**src/hw/gb_link_defs.svh**
```systemverilog
// Width, transfer index, palette and backup sector macros for the dual console glue
`ifndef GB_LINK_DEFS_SVH
`define GB_LINK_DEFS_SVH

////////////////////
// Widths
////////////////////

// Host transfer channel
`define GB_IDX_W        8
`define GB_XFER_ADDR_W  25
`define GB_WORD_W       16

// Sector interface
`define GB_LBA_W        32
`define GB_BUF_ADDR_W   8

// Per-player data
`define GB_SAMPLE_W     16
`define GB_PAL_W        128

// Four 24-bit colors followed by padding
`define GB_PAL_RESET    128'h828214517356305A5F1A3B4900000000

////////////////////
// Transfer indices
////////////////////

`define GB_IDX_CART_GB   8'h01
`define GB_IDX_CART_GBC  8'h41
`define GB_IDX_CART_ALT  8'h80
`define GB_IDX_PALETTE   8'h03
`define GB_IDX_BIOS      8'h40

////////////////////
// Backup RAM
////////////////////

// Sectors 0x000 to 0x0FF belong to player 1, the rest to player 2
`define GB_BK_LAST_SECTOR  9'h1FF
`define GB_BK_PLAYER_BIT   8

`endif

```
**src/hw/gb_host_pkg.sv**
```systemverilog
// Host transfer, sector request and sector buffer types
`default_nettype none
`include "gb_link_defs.svh"

package gb_host_pkg;

	// Index of the file that the host is transferring
	typedef logic [`GB_IDX_W-1:0] xfer_idx_t;

	// Transfer and sector buffer word
	typedef logic [`GB_WORD_W-1:0] xfer_word_t;

	typedef logic [`GB_LBA_W-1:0] sector_t;

	// Word address inside one 512-byte sector
	typedef logic [`GB_BUF_ADDR_W-1:0] buf_addr_t;

	// One beat of a host download
	typedef struct packed {
		logic                       download;
		logic                       wr;
		logic [`GB_XFER_ADDR_W-1:0] addr;
		xfer_word_t                 data;
	} xfer_beat_t;

	// Level requests toward the host, held until acknowledge rises
	typedef struct packed {
		sector_t lba;
		logic    rd;
		logic    wr;
	} sd_req_t;

	// Host side of the sector buffer
	typedef struct packed {
		logic       ack;
		logic       wr;
		buf_addr_t  addr;
		xfer_word_t data;
	} sd_buf_t;

endpackage

`default_nettype wire

```
**src/hw/gb_player_pkg.sv**
```systemverilog
// Per-player joypad, audio, palette and backup port types with the mode enums
`default_nettype none
`include "gb_link_defs.svh"

package gb_player_pkg;

	// Host joystick word, bit 0 right, 1 left, 2 down, 3 up, 4..7 buttons
	typedef logic [15:0] joystick_t;

	// Column value read by the console, active low
	typedef logic [3:0] joy_nibble_t;

	// Select lines P14 and P15 written by the console
	typedef logic [1:0] joy_sel_t;

	typedef logic [`GB_SAMPLE_W-1:0] sample_t;

	typedef struct packed {
		sample_t left;
		sample_t right;
	} stereo_t;

	typedef logic [`GB_PAL_W-1:0] palette_t;

	// Backup RAM port of one cartridge
	typedef struct packed {
		logic [16:0]           addr;
		logic                  wr;
		logic [`GB_WORD_W-1:0] data;
	} bk_port_t;

	typedef enum logic [1:0] {
		AUDIO_P1,
		AUDIO_P2,
		AUDIO_MIX,
		AUDIO_SPLIT
	} audio_mode_t;

	typedef enum logic [1:0] {
		BK_IDLE,
		BK_LOAD,
		BK_SAVE
	} bk_state_t;

endpackage

`default_nettype wire

```
**src/hw/download_palette.sv**
```systemverilog
// Download index decoder and custom palette shift register
`default_nettype none
`include "gb_link_defs.svh"

module download_palette (
	input  logic                     clk_sys,
	input  logic                     reset,
	input  gb_host_pkg::xfer_beat_t  xfer,
	input  gb_host_pkg::xfer_idx_t   xfer_index,
	output logic                     cart_download,
	output logic                     bios_download,
	output gb_player_pkg::palette_t  palette
);

	import gb_host_pkg::*;

	logic       palette_download;
	xfer_word_t swapped;

	////////////////////
	// Transfer classes
	////////////////////

	// Three cartridge types share the same ROM path
	assign cart_download = xfer.download &
		((xfer_index == `GB_IDX_CART_GB) |
		 (xfer_index == `GB_IDX_CART_GBC) |
		 (xfer_index == `GB_IDX_CART_ALT));

	assign bios_download = xfer.download & (xfer_index == `GB_IDX_BIOS);

	assign palette_download = xfer.download & (xfer_index == `GB_IDX_PALETTE);

	////////////////////
	// Palette
	////////////////////

	// Palette files are stored big endian
	assign swapped = {xfer.data[7:0], xfer.data[15:8]};

	// New words enter at the bottom, the first word ends up on top
	always_ff @(posedge clk_sys) begin
		if (reset) begin
			palette <= `GB_PAL_RESET;
		end else if (palette_download & xfer.wr) begin
			palette <= {palette[`GB_PAL_W-`GB_WORD_W-1:0], swapped};
		end
	end

endmodule

`default_nettype wire

```
**src/hw/joypad_matrix.sv**
```systemverilog
// Joypad matrix for both players, joystick word to column nibble
`default_nettype none

module joypad_matrix (
	input  gb_player_pkg::joystick_t   joy1,
	input  gb_player_pkg::joystick_t   joy2,
	input  gb_player_pkg::joy_sel_t    sel1,
	input  gb_player_pkg::joy_sel_t    sel2,
	output gb_player_pkg::joy_nibble_t col1,
	output gb_player_pkg::joy_nibble_t col2
);

	import gb_player_pkg::*;

	// A pressed key pulls its column low only while its group is selected
	function automatic joy_nibble_t matrix_col(input joystick_t joy, input joy_sel_t sel);
		joy_nibble_t dir;
		joy_nibble_t btn;
		// Down, up, left, right
		dir = ~{joy[2], joy[3], joy[1], joy[0]} | {4{sel[0]}};
		// Start, select, B, A
		btn = ~joy[7:4] | {4{sel[1]}};
		return dir & btn;
	endfunction

	assign col1 = matrix_col(joy1, sel1);
	assign col2 = matrix_col(joy2, sel2);

endmodule

`default_nettype wire

```
**src/hw/audio_select.sv**
```systemverilog
// Stereo output selection and mixing of the two console cores
`default_nettype none

module audio_select (
	input  gb_player_pkg::audio_mode_t mode,
	input  gb_player_pkg::stereo_t     core1,
	input  gb_player_pkg::stereo_t     core2,
	output gb_player_pkg::stereo_t     mix
);

	import gb_player_pkg::*;

	// Halving keeps the sum of two samples in range
	function automatic sample_t half(input sample_t s);
		return s >> 1;
	endfunction

	always_comb begin
		case (mode)
			AUDIO_P1: begin
				mix = core1;
			end
			AUDIO_P2: begin
				mix = core2;
			end
			AUDIO_MIX: begin
				mix.left  = half(core1.left) + half(core2.left);
				mix.right = half(core1.right) + half(core2.right);
			end
			AUDIO_SPLIT: begin
				// Player 1 folded to mono on the left, player 2 on the right
				mix.left  = half(core1.left) + half(core1.right);
				mix.right = half(core2.left) + half(core2.right);
			end
			default: begin
				mix = core1;
			end
		endcase
	end

endmodule

`default_nettype wire

```
**src/hw/backup_sequencer.sv**
```systemverilog
// Backup RAM load and save sequencer with pending tracking and player bank routing
`default_nettype none
`include "gb_link_defs.svh"

module backup_sequencer (
	input  logic                     clk_sys,
	input  logic                     reset,
	input  logic                     cart_download,
	input  logic                     img_mounted,
	input  logic                     img_readonly,
	input  logic [63:0]              img_size,
	input  logic                     has_save,
	input  logic [1:0]               cram_wr,
	input  logic                     osd_open,
	input  logic                     autosave,
	input  logic                     load_req,
	input  logic                     save_req,
	input  gb_host_pkg::sd_buf_t     sd_buf,
	input  gb_host_pkg::xfer_word_t  bk_q1,
	input  gb_host_pkg::xfer_word_t  bk_q2,
	output gb_host_pkg::sd_req_t     sd_req,
	output gb_host_pkg::xfer_word_t  sd_buf_din,
	output gb_player_pkg::bk_port_t  bk1,
	output gb_player_pkg::bk_port_t  bk2,
	output logic                     busy,
	output logic                     loading,
	output logic                     pending,
	output logic                     save_ok
);

	import gb_player_pkg::*;

	bk_state_t state;
	logic      save_ena;
	logic      new_load;
	logic      dl_q;
	logic      load_q;
	logic      save_q;
	logic      ack_q;
	logic      start_q;
	logic      start_load_q;
	logic      dl_rise;
	logic      dl_fall;
	logic      eff_load;
	logic      eff_save;
	logic      auto_start;
	logic      req_start;
	logic      player;
	bk_port_t  bank;

	assign dl_rise = cart_download & ~dl_q;
	assign dl_fall = dl_q & ~cart_download;

	assign save_ok  = save_ena & has_save;
	assign eff_load = load_req | new_load;
	assign eff_save = save_req | (pending & osd_open & autosave);

	// Save file is mounted by the host once the cartridge is in
	assign auto_start = dl_fall & (|img_size) & save_ena;
	assign req_start  = save_ok & ((eff_load & ~load_q) | (eff_save & ~save_q));

	////////////////////
	// Flags and edges
	////////////////////

	always_ff @(posedge clk_sys) begin
		if (reset) begin
			dl_q         <= 1'b0;
			load_q       <= 1'b0;
			save_q       <= 1'b0;
			ack_q        <= 1'b0;
			save_ena     <= 1'b0;
			new_load     <= 1'b0;
			pending      <= 1'b0;
			start_q      <= 1'b0;
			start_load_q <= 1'b0;
		end else begin
			dl_q   <= cart_download;
			load_q <= eff_load;
			save_q <= eff_save;
			ack_q  <= sd_buf.ack;

			if (cart_download & img_mounted & ~img_readonly)
				save_ena <= 1'b1;
			else if (dl_rise)
				save_ena <= 1'b0;

			if (dl_fall & save_ok)
				new_load <= 1'b1;
			else if (busy)
				new_load <= 1'b0;

			// Unsaved cartridge RAM writes since the last transfer
			if (busy)
				pending <= 1'b0;
			else if ((|cram_wr) & ~osd_open & save_ok)
				pending <= 1'b1;

			start_q      <= (state == BK_IDLE) & (req_start | auto_start);
			start_load_q <= auto_start | eff_load;
		end
	end

	////////////////////
	// Sector FSM
	////////////////////

	always_ff @(posedge clk_sys) begin
		if (reset) begin
			state   <= BK_IDLE;
			busy    <= 1'b0;
			loading <= 1'b0;
			sd_req  <= '0;
		end else begin
			// Host has taken the request
			if (~ack_q & sd_buf.ack) begin
				sd_req.rd <= 1'b0;
				sd_req.wr <= 1'b0;
			end

			case (state)
				BK_IDLE: begin
					if (start_q) begin
						state      <= start_load_q ? BK_LOAD : BK_SAVE;
						busy       <= 1'b1;
						loading    <= start_load_q;
						sd_req.lba <= '0;
						sd_req.rd  <= start_load_q;
						sd_req.wr  <= ~start_load_q;
					end
				end
				BK_LOAD, BK_SAVE: begin
					// Sector done when acknowledge falls
					if (ack_q & ~sd_buf.ack) begin
						if (sd_req.lba[`GB_BK_PLAYER_BIT:0] == `GB_BK_LAST_SECTOR) begin
							state   <= BK_IDLE;
							busy    <= 1'b0;
							loading <= 1'b0;
						end else begin
							sd_req.lba <= sd_req.lba + 1'b1;
							sd_req.rd  <= (state == BK_LOAD);
							sd_req.wr  <= (state == BK_SAVE);
						end
					end
				end
				default: begin
					state <= BK_IDLE;
					busy  <= 1'b0;
				end
			endcase
		end
	end

	////////////////////
	// Bank routing
	////////////////////

	assign player = sd_req.lba[`GB_BK_PLAYER_BIT];

	assign bank.addr = {1'b0, sd_req.lba[`GB_BK_PLAYER_BIT-1:0], sd_buf.addr};
	assign bank.wr   = sd_buf.wr & sd_buf.ack;
	assign bank.data = sd_buf.data;

	always_comb begin
		bk1    = bank;
		bk2    = bank;
		bk1.wr = bank.wr & ~player;
		bk2.wr = bank.wr & player;
	end

	assign sd_buf_din = player ? bk_q2 : bk_q1;

endmodule

`default_nettype wire

```
**src/hw/dual_gb_glue.sv**
```systemverilog
// Top level of the two-player glue, download, joypad, audio and backup blocks
`default_nettype none

module dual_gb_glue (
	input  logic                        clk_sys,
	input  logic                        reset,
	// Host download
	input  gb_host_pkg::xfer_beat_t     xfer,
	input  gb_host_pkg::xfer_idx_t      xfer_index,
	output logic                        bios_download,
	output gb_player_pkg::palette_t     palette,
	// Host sector interface
	input  gb_host_pkg::sd_buf_t        sd_buf,
	output gb_host_pkg::sd_req_t        sd_req,
	output gb_host_pkg::xfer_word_t     sd_buf_din,
	input  logic                        img_mounted,
	input  logic                        img_readonly,
	input  logic [63:0]                 img_size,
	// Menu and cartridge state
	input  logic                        has_save,
	input  logic                        osd_open,
	input  logic                        autosave,
	input  logic                        load_req,
	input  logic                        save_req,
	input  logic [1:0]                  cram_wr,
	// Backup RAM ports of both cartridges
	input  gb_host_pkg::xfer_word_t     bk_q1,
	input  gb_host_pkg::xfer_word_t     bk_q2,
	output gb_player_pkg::bk_port_t     bk1,
	output gb_player_pkg::bk_port_t     bk2,
	output logic                        busy,
	output logic                        loading,
	output logic                        pending,
	output logic                        save_ok,
	// Joypads
	input  gb_player_pkg::joystick_t    joy1,
	input  gb_player_pkg::joystick_t    joy2,
	input  gb_player_pkg::joy_sel_t     sel1,
	input  gb_player_pkg::joy_sel_t     sel2,
	output gb_player_pkg::joy_nibble_t  col1,
	output gb_player_pkg::joy_nibble_t  col2,
	// Audio
	input  gb_player_pkg::audio_mode_t  audio_mode,
	input  gb_player_pkg::stereo_t      core1_audio,
	input  gb_player_pkg::stereo_t      core2_audio,
	output gb_player_pkg::stereo_t      audio
);

	logic cart_download;

	download_palette u_download (
		.clk_sys       (clk_sys),
		.reset         (reset),
		.xfer          (xfer),
		.xfer_index    (xfer_index),
		.cart_download (cart_download),
		.bios_download (bios_download),
		.palette       (palette)
	);

	joypad_matrix u_joypad (
		.joy1 (joy1),
		.joy2 (joy2),
		.sel1 (sel1),
		.sel2 (sel2),
		.col1 (col1),
		.col2 (col2)
	);

	audio_select u_audio (
		.mode  (audio_mode),
		.core1 (core1_audio),
		.core2 (core2_audio),
		.mix   (audio)
	);

	// Cartridge download edges drive save-enable and the automatic load
	backup_sequencer u_backup (
		.clk_sys       (clk_sys),
		.reset         (reset),
		.cart_download (cart_download),
		.img_mounted   (img_mounted),
		.img_readonly  (img_readonly),
		.img_size      (img_size),
		.has_save      (has_save),
		.cram_wr       (cram_wr),
		.osd_open      (osd_open),
		.autosave      (autosave),
		.load_req      (load_req),
		.save_req      (save_req),
		.sd_buf        (sd_buf),
		.bk_q1         (bk_q1),
		.bk_q2         (bk_q2),
		.sd_req        (sd_req),
		.sd_buf_din    (sd_buf_din),
		.bk1           (bk1),
		.bk2           (bk2),
		.busy          (busy),
		.loading       (loading),
		.pending       (pending),
		.save_ok       (save_ok)
	);

endmodule

`default_nettype wire

```
**config.mk**
```make
export PLATFORM = sky130hd
export DESIGN_NAME = dual_gb_glue
export DESIGN_NICKNAME = d
export VERILOG_FILES = /design/src/hw/gb_host_pkg.sv /design/src/hw/gb_player_pkg.sv /design/src/hw/download_palette.sv /design/src/hw/joypad_matrix.sv /design/src/hw/audio_select.sv /design/src/hw/backup_sequencer.sv /design/src/hw/dual_gb_glue.sv
export VERILOG_INCLUDE_DIRS = /design/src /design/src/hw
export SDC_FILE = /design/constraint.sdc
export NUM_CORES = 1
export LEC_CHECK = 0
export BUFFER_PORTS_ARGS = -buffer_cell sky130_fd_sc_hd__clkbuf_2
export CELL_PAD_IN_SITES_DETAIL_PLACEMENT = 2
export CELL_PAD_IN_SITES_GLOBAL_PLACEMENT = 2
export CORE_AREA = 2 2 223 225
export DETAILED_ROUTE_END_ITERATION = 7
export DIE_AREA = 0 0 225 227
export PLACE_DENSITY_LB_ADDON = 0.1
export SKIP_CTS_REPAIR_TIMING = 1
export SYNTH_ARGS = -nofsm -noshare
export SYNTH_HDL_FRONTEND = slang
export SYNTH_HIERARCHICAL = 1
export SYNTH_SLANG_ARGS = --single-unit
```
**constraint.sdc**
```tcl
create_clock -name clk_sys -period 5.65 [get_ports clk_sys]
set_input_delay 1.13 -clock clk_sys [delete_from_list [all_inputs] [get_ports clk_sys]]
set_output_delay 1.13 -clock clk_sys [all_outputs]
set_load 0.005 [all_outputs]
```
======== Word-level counts from Yosys, hierarchy flattened ========
Index checks and enable logic that the tools add are counted.
word-level totals
  register bits after elaboration ......... 175
  bits in latches ......................... 0
  bits in writable memories ............... 0
  ROM bits ................................ 0
  bits of input ports ..................... 286
  output and inout bits ................... 291
  logic and storage cells ................. 122
  memories ................................ 0
cells by class
  add/sub/neg operators ................... 5
  multipliers ............................. 0
  divide/modulo/power cells ............... 0
  order comparisons ....................... 0
  equality and inequality tests ........... 15
  shift operators ......................... 0
  multiplexer cells ....................... 22
  bitwise gates (word level) .............. 52
  reduce and logical (&&, ||, !) cells .... 12
operators by type and width
  kind                                                   number
  one-hot mux 32 bit (4 select lines)                    1
  two-way mux 34 bit                                     3
  one-hot mux 34 bit (2 select lines)                    1
  adder 15 x 15 -> 16 bit                                4
  OR reduction 64 bit                                    1
  adder 32 x 1 -> 32 bit, second input constant          1
  bitwise AND 1 bit                                      25
  == test 8 x 7 -> 1 bit, second input constant          2
  two-way mux 16 bit                                     1
  NOT 4 bit                                              4
  OR 4 bit                                               4
  two-way mux 2 bit                                      5
  NOT 1 bit                                              10
  == test 9 bit, second input constant                   1
  bitwise AND 4 bit                                      2
  == test 8 x 1 -> 1 bit, second input constant          1
  == test 8 x 2 -> 1 bit, second input constant          1
  == test 8 bit, second input constant                   1
  two-way mux 1 bit                                      8
  AND reduction 4 bit                                    2
  OR 1 bit                                               7
  == test 2 bit, second input constant                   3
  inequality test 2 x 1 -> 1 bit, second input constant  3
  nonzero test 2 bit                                     3
  other kinds (7)                                        12

======== Longest topological paths before layout ========
Gate-level depths: netlist of run 1.
  depth after elaboration ................. 10
  gate-level depth with buffers ........... 13
  gate-level depth less buffers ........... 11

======== Modules after synthesis ========
Netlist of run 1, hierarchy kept.
modules (own cells, without submodules)
  module            instances  cells an instance  area an instance (µm²)  sequential area each (µm²)
  download_palette  1          490                5181.2                  2562.5
  backup_sequencer  1          338                2849.0                  940.9
  audio_select      1          332                2513.7                  0.0
  joypad_matrix     1          12                 115.1                   0.0

======== Worst setup path before layout of run 1 ========
Ideal clock, no wire load.
  kind .................................... input port to output port
  start point ............................. input audio_mode[0]
  end point ............................... output audio[30] in the netlist's numbering
  arrival ................................. 3.873 ns
  data required time ...................... 4.520 ns
  slack ................................... 0.647 ns
  stages .................................. 12
  path buffers ............................ 2
  cells stage by stage .................... clkbuf_1 > nand2_1 > clkbuf_1 > mux2_2 > ha_1 > fa_1 > a21oi_1 > o21a_1 > o21bai_1 > and4_1 > or3_1 > a31o_2
RTL lines
  what         line                RTL
  from (decl)  dual_gb_glue.sv:43  input gb_player_pkg::audio_mode_t audio_mode,
  to (decl)    dual_gb_glue.sv:46  output gb_player_pkg::stereo_t audio

==> flow_metrics.py, run 1 <==
metrics = {
    "timing": {
        "setup_ws_ns": 0.334,
        "skew_ns": 0.0139,
        "fin_crit_sh": 0.941,
        "final_hold_viol_count": 0,
        "fmax_ghz": 0.188,
        "finalSetupTns_ns": 0,
        "slew_violations": 0,
        "maxSlewHeadroom": 0.315,
        "rsz0062_at_grt": "false",
        "fin_crit_ns": 5.32,
        "setup_viol_count_final": 0,
        "worst_pin_slew_ns": 1.03,
    },
    "setup_path": {
        "end_kind": "output port",
        "critPathBufInv": 2,
        "crit_type": "input pin to output port",
        "critPathMaxFanout": 6,
        "cp_common_cell": "clkbuf_2",
        "cp.arrival_ns": 4.19,
        "worst-r2r-cell-count": 5,
        "cp-start-kind": "input pin",
        "max_stage_delay_ns": 0.45,
        "crit_chain": "clkbuf_2, nand2_1, mux2_2, ha_1, fa_1, a21oi_1, o21a_1, o21ai_0, a311oi_1, xor2_1, mux2i_1, clkbuf_2",
        "critPathSlowestCell": "a311oi_1",
        "crit_family": "compound AO/OA/AOI/OAI gates",
        "r2r_start": "u_backup/sd_req[10]$_SDFFE_PP0P_",
        "worstPathRequired_ns": 4.52,
        "r2r-end": "u_backup/sd_req[23]$_SDFFE_PP0P_",
        "rrSetupSlack_ns": 2.73,
    },
    "cells_and_area": {
        "drive_gt1_frac": 0.370,
        "fillers": 5579,
        "postLayoutCoreUtil": 0.278,
        "areaGrowthSynthToFinish_pct": 26.7,
        "final_cells": 2166,
        "mostFrequentLayoutCells": "clkbuf_2, dfxtp_1, mux2i_1, nand2b_1, nor2_1",
        "fin_nets": 1858,
        "layout_commonest_cell": "clkbuf_2",
    },
    "routing": {
        "drt_iter0_drc": 359,
        "dr.pass1.iters": 4,
        "route.detailed.drc": 0,
        "routed_wl_um": 42900,
        "ant_nets": 0,
        "num_vias": 9827,
        "wire_per_inst_um": 19.8,
        "vias_per_cell": 4.54,
    },
    "grt": {
        "antenna_found_initial": 1,
        "grtUsageMet3": 0.0458,
        "grt_max_degree": 124,
        "grt.met1_usage": 0.211,
        "grt_pass1_wl_um": 64000,
        "grt-busiest-layer": "met2",
        "use_met2": 0.276,
        "first_global_vias": 10500,
        "grt_remaining_overflow": 0,
        "track_usage": 0.166,
    },
    "min_path": {
        "hold_end": "u_download/palette[116]$_SDFFE_PP0P_",
        "min_path_cells": 2,
        "hold_start": "u_download/palette[116]$_SDFFE_PP0P_",
        "hp-class": "flip-flop to flip-flop",
    },
    "logic_synthesis": {
        "ys_top_cells_by_area": "dfxtp_1, mux2i_1, nand2b_1, mux2_2, buf_4",
        "synth-simple-area-share": 0.206,
        "synth_fa_ha_area_frac": 0.0484,
        "synth_cells": 1172,
        "synth-xor-area-share": 0.0197,
        "synth_ff_type": "dfxtp_1",
        "synth_top_family_by_area": "simple AND/OR/NAND/NOR gates",
        "netlist_area_um2": 10700,
        "synth_top_area_frac": 0.329,
        "synth_cell_types": 73,
        "ys_ff_latch": 175,
        "seq_area_frac_synth": 0.329,
        "synth_compound_area_frac": 0.116,
        "syn_avg_cell_area_um2": 9.09,
        "synth_edf_count": 0,
        "async_reset_ff_frac": 0,
        "synthMuxAreaShare": 0.195,
        "yosysTopAreaCell": "dfxtp_1",
        "ys_warn_count": 6,
    },
    "clocking": {
        "cts-root-buf": "clkbuf_16",
        "clk-insertion-delay-late_ns": 0.47,
        "cts.path.max_buffers": 2,
        "cts.clk_slew.worst_paths_ns": 0.07,
        "ctsHtreeMaxLevel": 4,
        "cts_buffers": 17,
        "cts_sinks": 175,
        "cts_tree": "yes",
    },
    "place": {
        "placedCellCount": 2135,
        "gp_congestion": 0.807,
        "dpl.hpwl_um": 34600,
        "dp_slack_ns": 0.317,
        "io_buffers": 461,
    },
    "floorplanning": {
        "pin_count": 577,
        "design.core.area_um2": 48500,
        "die_width_um": 225,
        "die-area_um2": 51100,
        "row_count": 81,
        "die_h_um": 227,
        "initial_utilization": 0.220,
    },
    "flow_run": {
        "cap_violations": 0,
    },
    "power_and_ir_drop": {
        "p_leak_nw": 5.77,
        "p_per_area_nw_per_um2": 214,
        "peakVddDrop_v": 0.000182,
    },
    "outcome": {
        "outcome": "completed",
    },
}
Yosys cell counts (3+ instances only):
cell type	number
a2111o_1	3
a211oi_1	14
a21o_1	17
a21oi_1	46
a22oi_2	8
a31oi_1	9
and2_1	12
and3_1	6
and4_1	3
buf_1	3
buf_2	4
buf_4	71
buf_8	7
clkbuf_1	41
dfxtp_1	175
ha_1	38
inv_1	15
inv_2	4
mux2_2	49
mux2i_1	152
nand2_1	42
nand2b_1	132
nand3_1	18
nand3b_1	3
nand4_1	9
nor2_1	107
nor2b_1	17
nor3_1	9
nor3b_1	4
nor4_1	20
o211ai_1	5
o21a_1	4
o21ai_0	31
o21bai_1	5
o311ai_0	3
o31ai_1	4
or3_1	9
or4_1	4
xnor2_1	13
xor2_1	11
state kept, by name, summed over array words and instances, names as in the netlist:
name                   count
u_backup/start_q           1
u_backup/load_q            1
u_backup/pending           1
u_backup/start_load_q      1
u_backup/loading           1
u_backup/state             2
u_backup/bk1               8
u_download/palette       128
u_backup/ack_q             1
u_backup/save_q            1
u_backup/new_load          1
u_backup/sd_req           26
u_backup/busy              1
u_backup/save_ena          1
u_backup/dl_q              1
worst register-to-register path, cell delays in order (launching register included):
cell and delay [ns]:
dfxtp_1 0.97, nand2_1 0.21, or4_4 0.60, a2111o_1 0.55, or3_1 0.36, a21oi_1 0.15
worst max path at each step:
stage	start	end	slack, ns	depth (start not counted)
3_3_place_gp	audio_mode[0]	audio[31]	0.29	12
4_1_cts	audio_mode[0]	audio[28]	0.30	12
2_1_floorplan	audio_mode[0]	audio[30]	0.65	12
3_5_place_dp	audio_mode[0]	audio[28]	0.32	12
5_1_grt	audio_mode[0]	audio[31]	0.11	12
6_report	audio_mode[0]	audio[28]	0.33	12
report_power, final:
| group | leakage, nW | switching, mW | total [mW] | internal [mW] |
|---|---|---|---|---|
| sequential | 1.41 | 0.00149 | 1.24 | 1.23 |
| clock | 0.255 | 0.542 | 1.11 | 0.565 |
| combinational | 4.11 | 0.301 | 0.553 | 0.251 |
| total | 5.77 | 0.845 | 2.90 | 2.05 |
metal layers:
layer	wire length, µm	vias to the layer above
li1	-	4793
met1	19500	4717
met2	20300	285
met3	2680	32
met4	470	0
met5	0	-
cell families after synthesis:
group           count (synthesis)
buf+inv                       147
simple gates                  406
mux                           201
fa+ha+maj                      40
compound gates                178
other cells                     1
xor+xnor                       24
flops                         175
through the flow:
stage,cell area [µm²],hold slack (ns),total power [mW]
global route,13500,0.508,3.07
CTS,13500,0.487,2.97
floorplan,10700,0.452,1.60
detailed placement,13000,0.474,1.82
global placement,13000,0.460,1.81
finish,13500,0.484,2.90
area by class of cell:
cell class	instances	area, µm²	share of cell area
diodes	1	2.50	0.000185
clock buffers	20	437	0.0323
clock inverters	10	83.8	0.00621
inverters	19	71.3	0.00528
multi-input cells	851	6250	0.463
flip-flops and latches	175	3500	0.259
well taps	622	778	0.0576
repair buffers	468	2380	0.176
Power figures use the tool's default switching activity.
==> run 2: changes to the inputs <==
--- a/config.mk
+++ b/config.mk
@@ -6,7 +6,7 @@
 export SDC_FILE = /design/constraint.sdc
 export NUM_CORES = 1
 export LEC_CHECK = 0
-export BUFFER_PORTS_ARGS = -buffer_cell sky130_fd_sc_hd__clkbuf_2
+export BUFFER_PORTS_ARGS = -buffer_cell sky130_fd_sc_hd__buf_2
 export CELL_PAD_IN_SITES_DETAIL_PLACEMENT = 2
 export CELL_PAD_IN_SITES_GLOBAL_PLACEMENT = 2
 export CORE_AREA = 2 2 223 225
==> constraint.sdc (replaced) <==
create_clock -name clk_sys -period 5.65 [get_ports clk_sys]
set_input_delay 1.13 -clock clk_sys [delete_from_list [all_inputs] [get_ports clk_sys]]
set_output_delay 1.13 -clock clk_sys [all_outputs]
set_load 0.01 [all_outputs]
==> run 2 against run 1 <==
Against the previous run:
- final area increased by 0.31%
- critical path depth unchanged
- die area unchanged
- routed wire length is 0.18% higher
- sequential power about the same
- clock power increased by 4%
- critical path type unchanged
- largest cell class unchanged
==> flow_metrics.py, run 2 (synthesis gave the netlist of run 1 again) <==
metrics = {
    "power_and_ir_drop": {
        "peakVddDrop_v": 0.000175,
        "clkPwrFrac": 0.388,
        "p_per_area_nw_per_um2": 218,
        "power_frac_comb": 0.194,
        "p_seq_frac": 0.418,
        "p_leak_nw": 5.81,
        "power_switching_mw": 0.859,
        "netSwitchingFraction": 0.291,
        "design_power_total_mw": 2.96,
        "p_int_mw": 2.10,
    },
    "grt": {
        "grtUsageMet3": 0.0519,
        "antenna_found_initial": 4,
        "first_global_vias": 10500,
        "grt.met1_usage": 0.211,
        "grt_remaining_overflow": 0,
        "grt_max_degree": 124,
        "grt_pass1_wl_um": 64300,
        "track_usage": 0.167,
        "use_met2": 0.275,
        "grt-busiest-layer": "met2",
    },
    "setup_path": {
        "cp-start-kind": "input pin",
        "cp_common_cell": "buf_2",
        "critPathBufInv": 2,
        "crit_chain": "buf_2, nand2_1, mux2_2, ha_1, fa_1, a21oi_1, o21a_1, o21ai_0, a311oi_1, xor2_1, mux2i_1, buf_2",
        "rrSetupSlack_ns": 2.78,
        "r2r-end": "u_backup/sd_req[23]$_SDFFE_PP0P_",
        "crit_family": "compound AO/OA/AOI/OAI gates",
        "worst-r2r-cell-count": 5,
        "worstPathRequired_ns": 4.52,
        "crit_type": "input pin to output port",
        "cp.arrival_ns": 4.12,
        "critPathMaxFanout": 4,
        "end_kind": "output port",
        "r2r_start": "u_backup/sd_req[10]$_SDFFE_PP0P_",
        "max_stage_delay_ns": 0.46,
        "critPathSlowestCell": "a311oi_1",
    },
    "place": {
        "placedCellCount": 2138,
        "gp_congestion": 0.831,
        "dp_slack_ns": 0.334,
        "io_buffers": 461,
        "dpl.hpwl_um": 34800,
    },
    "clocking": {
        "cts_sinks": 175,
        "ctsHtreeMaxLevel": 4,
        "cts_buffers": 17,
        "cts.clk_slew.worst_paths_ns": 0.07,
        "cts_tree": "yes",
        "clk-insertion-delay-late_ns": 0.47,
        "cts.path.max_buffers": 2,
        "cts-root-buf": "clkbuf_16",
    },
    "routing": {
        "wire_per_inst_um": 19.8,
        "drt_iter0_drc": 304,
        "ant_nets": 0,
        "vias_per_cell": 4.52,
        "routed_wl_um": 43000,
        "num_vias": 9799,
        "dr.pass1.iters": 5,
        "route.detailed.drc": 0,
    },
    "timing": {
        "fin_crit_ns": 5.25,
        "worst_pin_slew_ns": 1.05,
        "fin_crit_sh": 0.930,
        "finalSetupTns_ns": 0,
        "slew_violations": 0,
        "setup_viol_count_final": 0,
        "skew_ns": 0.0116,
        "setup_ws_ns": 0.397,
        "maxSlewHeadroom": 0.302,
        "final_hold_viol_count": 0,
        "fmax_ghz": 0.190,
        "rsz0062_at_grt": "false",
    },
    "floorplanning": {
        "initial_utilization": 0.220,
        "design.core.area_um2": 48500,
        "die_h_um": 227,
        "die_width_um": 225,
        "row_count": 81,
        "die-area_um2": 51100,
        "pin_count": 577,
    },
    "cells_and_area": {
        "register_area_um2": 3500,
        "drive_gt1_frac": 0.372,
        "final_cells": 2168,
        "areaGrowthSynthToFinish_pct": 27.1,
        "fin_nets": 1861,
        "top_register": "u_download/palette",
        "mostFrequentLayoutCells": "buf_2, dfxtp_1, mux2i_1, nand2b_1, nor2_1",
        "multi_input_comb_area_um2": 6250,
        "largest_reg_flops": 128,
        "fillers": 5610,
        "postLayoutCoreUtil": 0.279,
        "layout_commonest_cell": "buf_2",
    },
    "min_path": {
        "hp-class": "flip-flop to flip-flop",
        "hold_start": "u_download/palette[116]$_SDFFE_PP0P_",
        "hold_end": "u_download/palette[116]$_SDFFE_PP0P_",
        "min_path_cells": 2,
    },
    "outcome": {
        "outcome": "completed",
    },
    "flow_run": {
        "cap_violations": 0,
    },
}
==> run 2: changes by cell type in the layout (fill, tap and decap cells not counted) <==
cell	previous run	this run
inv_6	2	3
clkinvlp_4	1	3
inv_8	2	1
clkinv_2	2	0
buf_2	0	460
clkinv_4	3	2
clkbuf_2	460	0
bufinv_16	0	1
buf_4	6	9
clkbuf_1	3	2
==> run 2: power by group through the flow <==
stage          Clock [mW]  Combinational [mW]  Sequential, mW
2_1_floorplan           0               0.366            1.26
3_3_place_gp            0               0.571            1.26
3_5_place_dp            0               0.581            1.26
4_1_cts              1.21               0.583            1.24
5_1_grt              1.27               0.634            1.24
6_report             1.15               0.573            1.24
==> run 2: worst max-delay path by stage <==
| stage | startpoint | to | slack [ns] | depth (start not counted) |
|---|---|---|---|---|
| CTS | audio_mode[0] | audio[28] | 0.32 | 12 |
| finish | audio_mode[0] | audio[28] | 0.40 | 12 |
| global placement | audio_mode[0] | audio[28] | 0.38 | 12 |
| global route | audio_mode[0] | audio[28] | 0.14 | 12 |
| detailed placement | audio_mode[0] | audio[28] | 0.33 | 12 |
| floorplan | audio_mode[0] | audio[30] | 0.63 | 12 |
==> run 2: area by class of cell <==
| cell class | count | area share |
|---|---|---|
| inverters | 19 | 0.00526 |
| repair buffers | 471 | 0.177 |
| multi-input cells | 851 | 0.461 |
| clock buffers | 19 | 0.0320 |
| diodes | 1 | 0.000185 |
| clock inverters | 10 | 0.00794 |
| well taps | 622 | 0.0574 |
| flip-flops and latches | 175 | 0.259 |
==> run 2: layer usage <==
metal	routed length, µm	up-vias
met5	0	-
met1	19300	4677
met3	2870	33
li1	-	4785
met4	499	0
met2	20300	304
==> run 2: tightest hold or removal path, cell delays in order, from the launching register on <==
cell and delay (ns):
dfxtp_1 0.31, nand2b_1 0.06, mux2i_1 0.06
==> run 2: stage by stage <==
step	hold slack, ns	instance area (µm²)
2_1_floorplan	0.452	10700
3_3_place_gp	0.458	13000
3_5_place_dp	0.469	13000
4_1_cts	0.482	13500
5_1_grt	0.501	13500
6_report	0.476	13500
==> run 3: changes to the inputs <==
--- a/config.mk
+++ b/config.mk
@@ -6,12 +6,13 @@
 export SDC_FILE = /design/constraint.sdc
 export NUM_CORES = 1
 export LEC_CHECK = 0
+export ABC_AREA = 1
 export BUFFER_PORTS_ARGS = -buffer_cell sky130_fd_sc_hd__buf_2
 export CELL_PAD_IN_SITES_DETAIL_PLACEMENT = 2
 export CELL_PAD_IN_SITES_GLOBAL_PLACEMENT = 2
-export CORE_AREA = 2 2 223 225
+export CORE_MARGIN = 2
+export CORE_UTILIZATION = 23
 export DETAILED_ROUTE_END_ITERATION = 7
-export DIE_AREA = 0 0 225 227
 export PLACE_DENSITY_LB_ADDON = 0.1
 export SKIP_CTS_REPAIR_TIMING = 1
 export SYNTH_ARGS = -nofsm -noshare
==> run 3 against run 2 <==
Against the previous run:
- largest cell class unchanged
- register-to-register slack better by 0.17 ns
- critical path type unchanged
- synthesized cell count is 69% higher
- combinational power is 7.7% higher
- maximum frequency is 7.1% higher
- die area is 5.4% higher
==> flow_metrics.py, run 3 <==
metrics = {
    "logic_synthesis": {
        "synth-xor-area-share": 0.00146,
        "synth_top_family_by_area": "simple AND/OR/NAND/NOR gates",
        "yosys.cell_count.top_type": "nand2_1",
        "synth_compound_area_frac": 0.0952,
        "synth_commonest_cells": "nand2_1, inv_1, nand3_1, nor2_1, dfxtp_1",
        "yosysTopAreaCell": "dfxtp_1",
        "synth_edf_count": 0,
        "ys_top_cells_by_area": "dfxtp_1, nand2_1, nand3_1, inv_1, nor2_1",
        "syn_avg_cell_area_um2": 6.05,
        "netlist_area_um2": 12000,
        "synth_cell_types": 44,
        "ys_ff_latch": 175,
        "async_reset_ff_frac": 0,
        "synth_fa_ha_area_frac": 0.0431,
        "synthMuxAreaShare": 0,
        "synth_top_area_frac": 0.293,
        "synth-simple-area-share": 0.395,
        "synth_cells": 1977,
        "ys_warn_count": 6,
        "synth_ff_type": "dfxtp_1",
        "seq_area_frac_synth": 0.293,
    },
    "timing": {
        "fin_crit_ns": 4.91,
        "final_hold_viol_count": 0,
        "skew_ns": 0.0129,
        "fmax_ghz": 0.204,
        "worst_pin_slew_ns": 1.09,
        "rsz0062_at_grt": "false",
        "setup_ws_ns": 0.744,
        "finalSetupTns_ns": 0,
        "setup_viol_count_final": 0,
        "slew_violations": 0,
        "maxSlewHeadroom": 0.271,
        "fin_crit_sh": 0.868,
    },
    "clocking": {
        "cts_tree": "yes",
        "cts-root-buf": "clkbuf_16",
        "cts_sinks": 175,
        "cts_buffers": 17,
        "cts.clk_slew.worst_paths_ns": 0.07,
        "cts.path.max_buffers": 2,
        "ctsHtreeMaxLevel": 4,
        "clk-insertion-delay-late_ns": 0.46,
    },
    "cells_and_area": {
        "mostFrequentLayoutCells": "nand2_1, buf_2, inv_1, nand3_1, nor2_1",
        "top_register": "u_download/palette",
        "fin_nets": 2640,
        "layout_commonest_cell": "nand2_1",
        "areaGrowthSynthToFinish_pct": 24.5,
        "fillers": 6453,
        "multi_input_comb_area_um2": 6410,
        "register_area_um2": 3500,
        "largest_reg_flops": 128,
        "final_cells": 3013,
        "drive_gt1_frac": 0.242,
    },
    "place": {
        "gp_congestion": 0.817,
        "io_buffers": 461,
        "placedCellCount": 2975,
        "dp_slack_ns": 0.782,
        "dpl.hpwl_um": 40900,
    },
    "setup_path": {
        "worstPathRequired_ns": 4.52,
        "critPathMaxFanout": 38,
        "rrSetupSlack_ns": 2.95,
        "crit_type": "input pin to output port",
        "r2r-end": "u_backup/bk1[29]$_SDFFE_PP0P_",
        "worstSetupStartpoint": "audio_mode[0]",
        "crit_end": "audio[10]",
        "cp-start-kind": "input pin",
        "r2r_start": "u_backup/state[0]$_SDFFE_PP0P_",
        "cp.arrival_ns": 3.78,
        "worst-r2r-cell-count": 8,
        "end_kind": "output port",
    },
    "grt": {
        "antenna_found_initial": 11,
        "first_global_vias": 14400,
        "grt_remaining_overflow": 0,
        "track_usage": 0.192,
        "grt_max_degree": 119,
        "grt_pass1_wl_um": 81400,
    },
    "routing": {
        "drt_iter0_drc": 485,
        "ant_nets": 0,
        "dr.pass1.iters": 4,
        "routed_wl_um": 52200,
        "wire_per_inst_um": 17.3,
        "num_vias": 13500,
        "vias_per_cell": 4.46,
        "route.detailed.drc": 0,
    },
    "flow_run": {
        "cap_violations": 0,
    },
    "floorplanning": {
        "die_h_um": 232,
        "pin_count": 577,
        "initial_utilization": 0.233,
        "die_width_um": 232,
        "row_count": 83,
        "die-area_um2": 53800,
        "design.core.area_um2": 51400,
    },
    "outcome": {
        "outcome": "completed",
    },
    "min_path": {
        "hp-class": "flip-flop to flip-flop",
    },
    "power_and_ir_drop": {
        "peakVddDrop_v": 0.000187,
        "p_per_area_nw_per_um2": 205,
        "p_leak_nw": 7.69,
    },
}
## run 3: changes by cell type after synthesis, sizes merged, moves of 20 or more
cell | before | now
mux2 | 49 | 0
buf | 86 | 128
nor2 | 107 | 242
inv | 19 | 287
nand2b | 132 | 0
nand2 | 42 | 570
a21oi | 46 | 141
nand3 | 19 | 247
mux2i | 152 | 0
o21ai | 34 | 54
## run 3: metal layers
| metal | global-route usage | wire length [µm] | share of wire | vias up |
|---|---|---|---|---|
| met5 | 0 | 54 | 0.0010 | - |
| met4 | 0.0415 | 587 | 0.011 | 10 |
| met3 | 0.0483 | 3050 | 0.058 | 40 |
| met2 | 0.335 | 25100 | 0.48 | 270 |
| met1 | 0.238 | 23400 | 0.45 | 6348 |
| li1 | - | - | - | 6783 |
## run 3: metrics by stage
stage | area [µm²] | util | power [mW] | hold WS, ns
after detailed placement | 14300 | 0.278 | 1.89 | 0.454
after global routing | 14900 | 0.290 | 3.24 | 0.502
after floorplan | 12000 | - | 1.67 | 0.442
final | 14900 | 0.290 | 3.05 | 0.471
after CTS | 14900 | 0.289 | 3.12 | 0.474
after global placement | 14300 | 0.278 | 1.88 | 0.436
## run 3: cell families after synthesis
kind of cell               after synthesis
other                                    1
adders and majority gates               40
xor gates and xnor gates                 2
buffers and inverters                  445
and+or+nand+nor                       1104
AOI/OAI and AO/OA                      210
DFF                                    175
## run 3: layout make-up
cell class | instances | share of cell area
multi-input combinational | 1358 | 0.431
sequential | 175 | 0.235
timing repair buffer | 472 | 0.164
inverter | 290 | 0.0736
tap | 680 | 0.0571
clock buffer | 19 | 0.0297
clock inverter | 13 | 0.00874
antenna | 6 | 0.00101
## run 3: worst max-delay path: stages
cell and delay, ns:
buf_2 0.13, nand2_1 0.42, buf_12 0.35, o21ai_0 0.40, ha_1 0.37, nand2_1 0.15, inv_1 0.05, nand2_1 0.07
nand3_2 0.13, nand2_1 0.11, nand2_1 0.05, nand2_1 0.05, nand3_1 0.07, nand2_1 0.12, buf_2 0.14
## run 3: power by group
part           internal (mW)  switching, mW  leakage [nW]
sequential              1.24        0.00165          1.41
clock                  0.629          0.571         0.279
combinational          0.226          0.391          6.00
## run 3: worst min path at each step
stage,start,depth (start not counted),to
2_1_floorplan,u_backup/new_load$_SDFFE_PP0P_,2,u_backup/new_load$_SDFFE_PP0P_
3_3_place_gp,u_download/palette[113]$_SDFFE_PP1P_,2,u_download/palette[113]$_SDFFE_PP1P_
3_5_place_dp,u_download/palette[121]$_SDFFE_PP1P_,2,u_download/palette[121]$_SDFFE_PP1P_
4_1_cts,u_download/palette[113]$_SDFFE_PP1P_,2,u_download/palette[113]$_SDFFE_PP1P_
5_1_grt,u_backup/new_load$_SDFFE_PP0P_,2,u_backup/new_load$_SDFFE_PP0P_
6_report,u_download/palette[113]$_SDFFE_PP1P_,2,u_download/palette[113]$_SDFFE_PP1P_
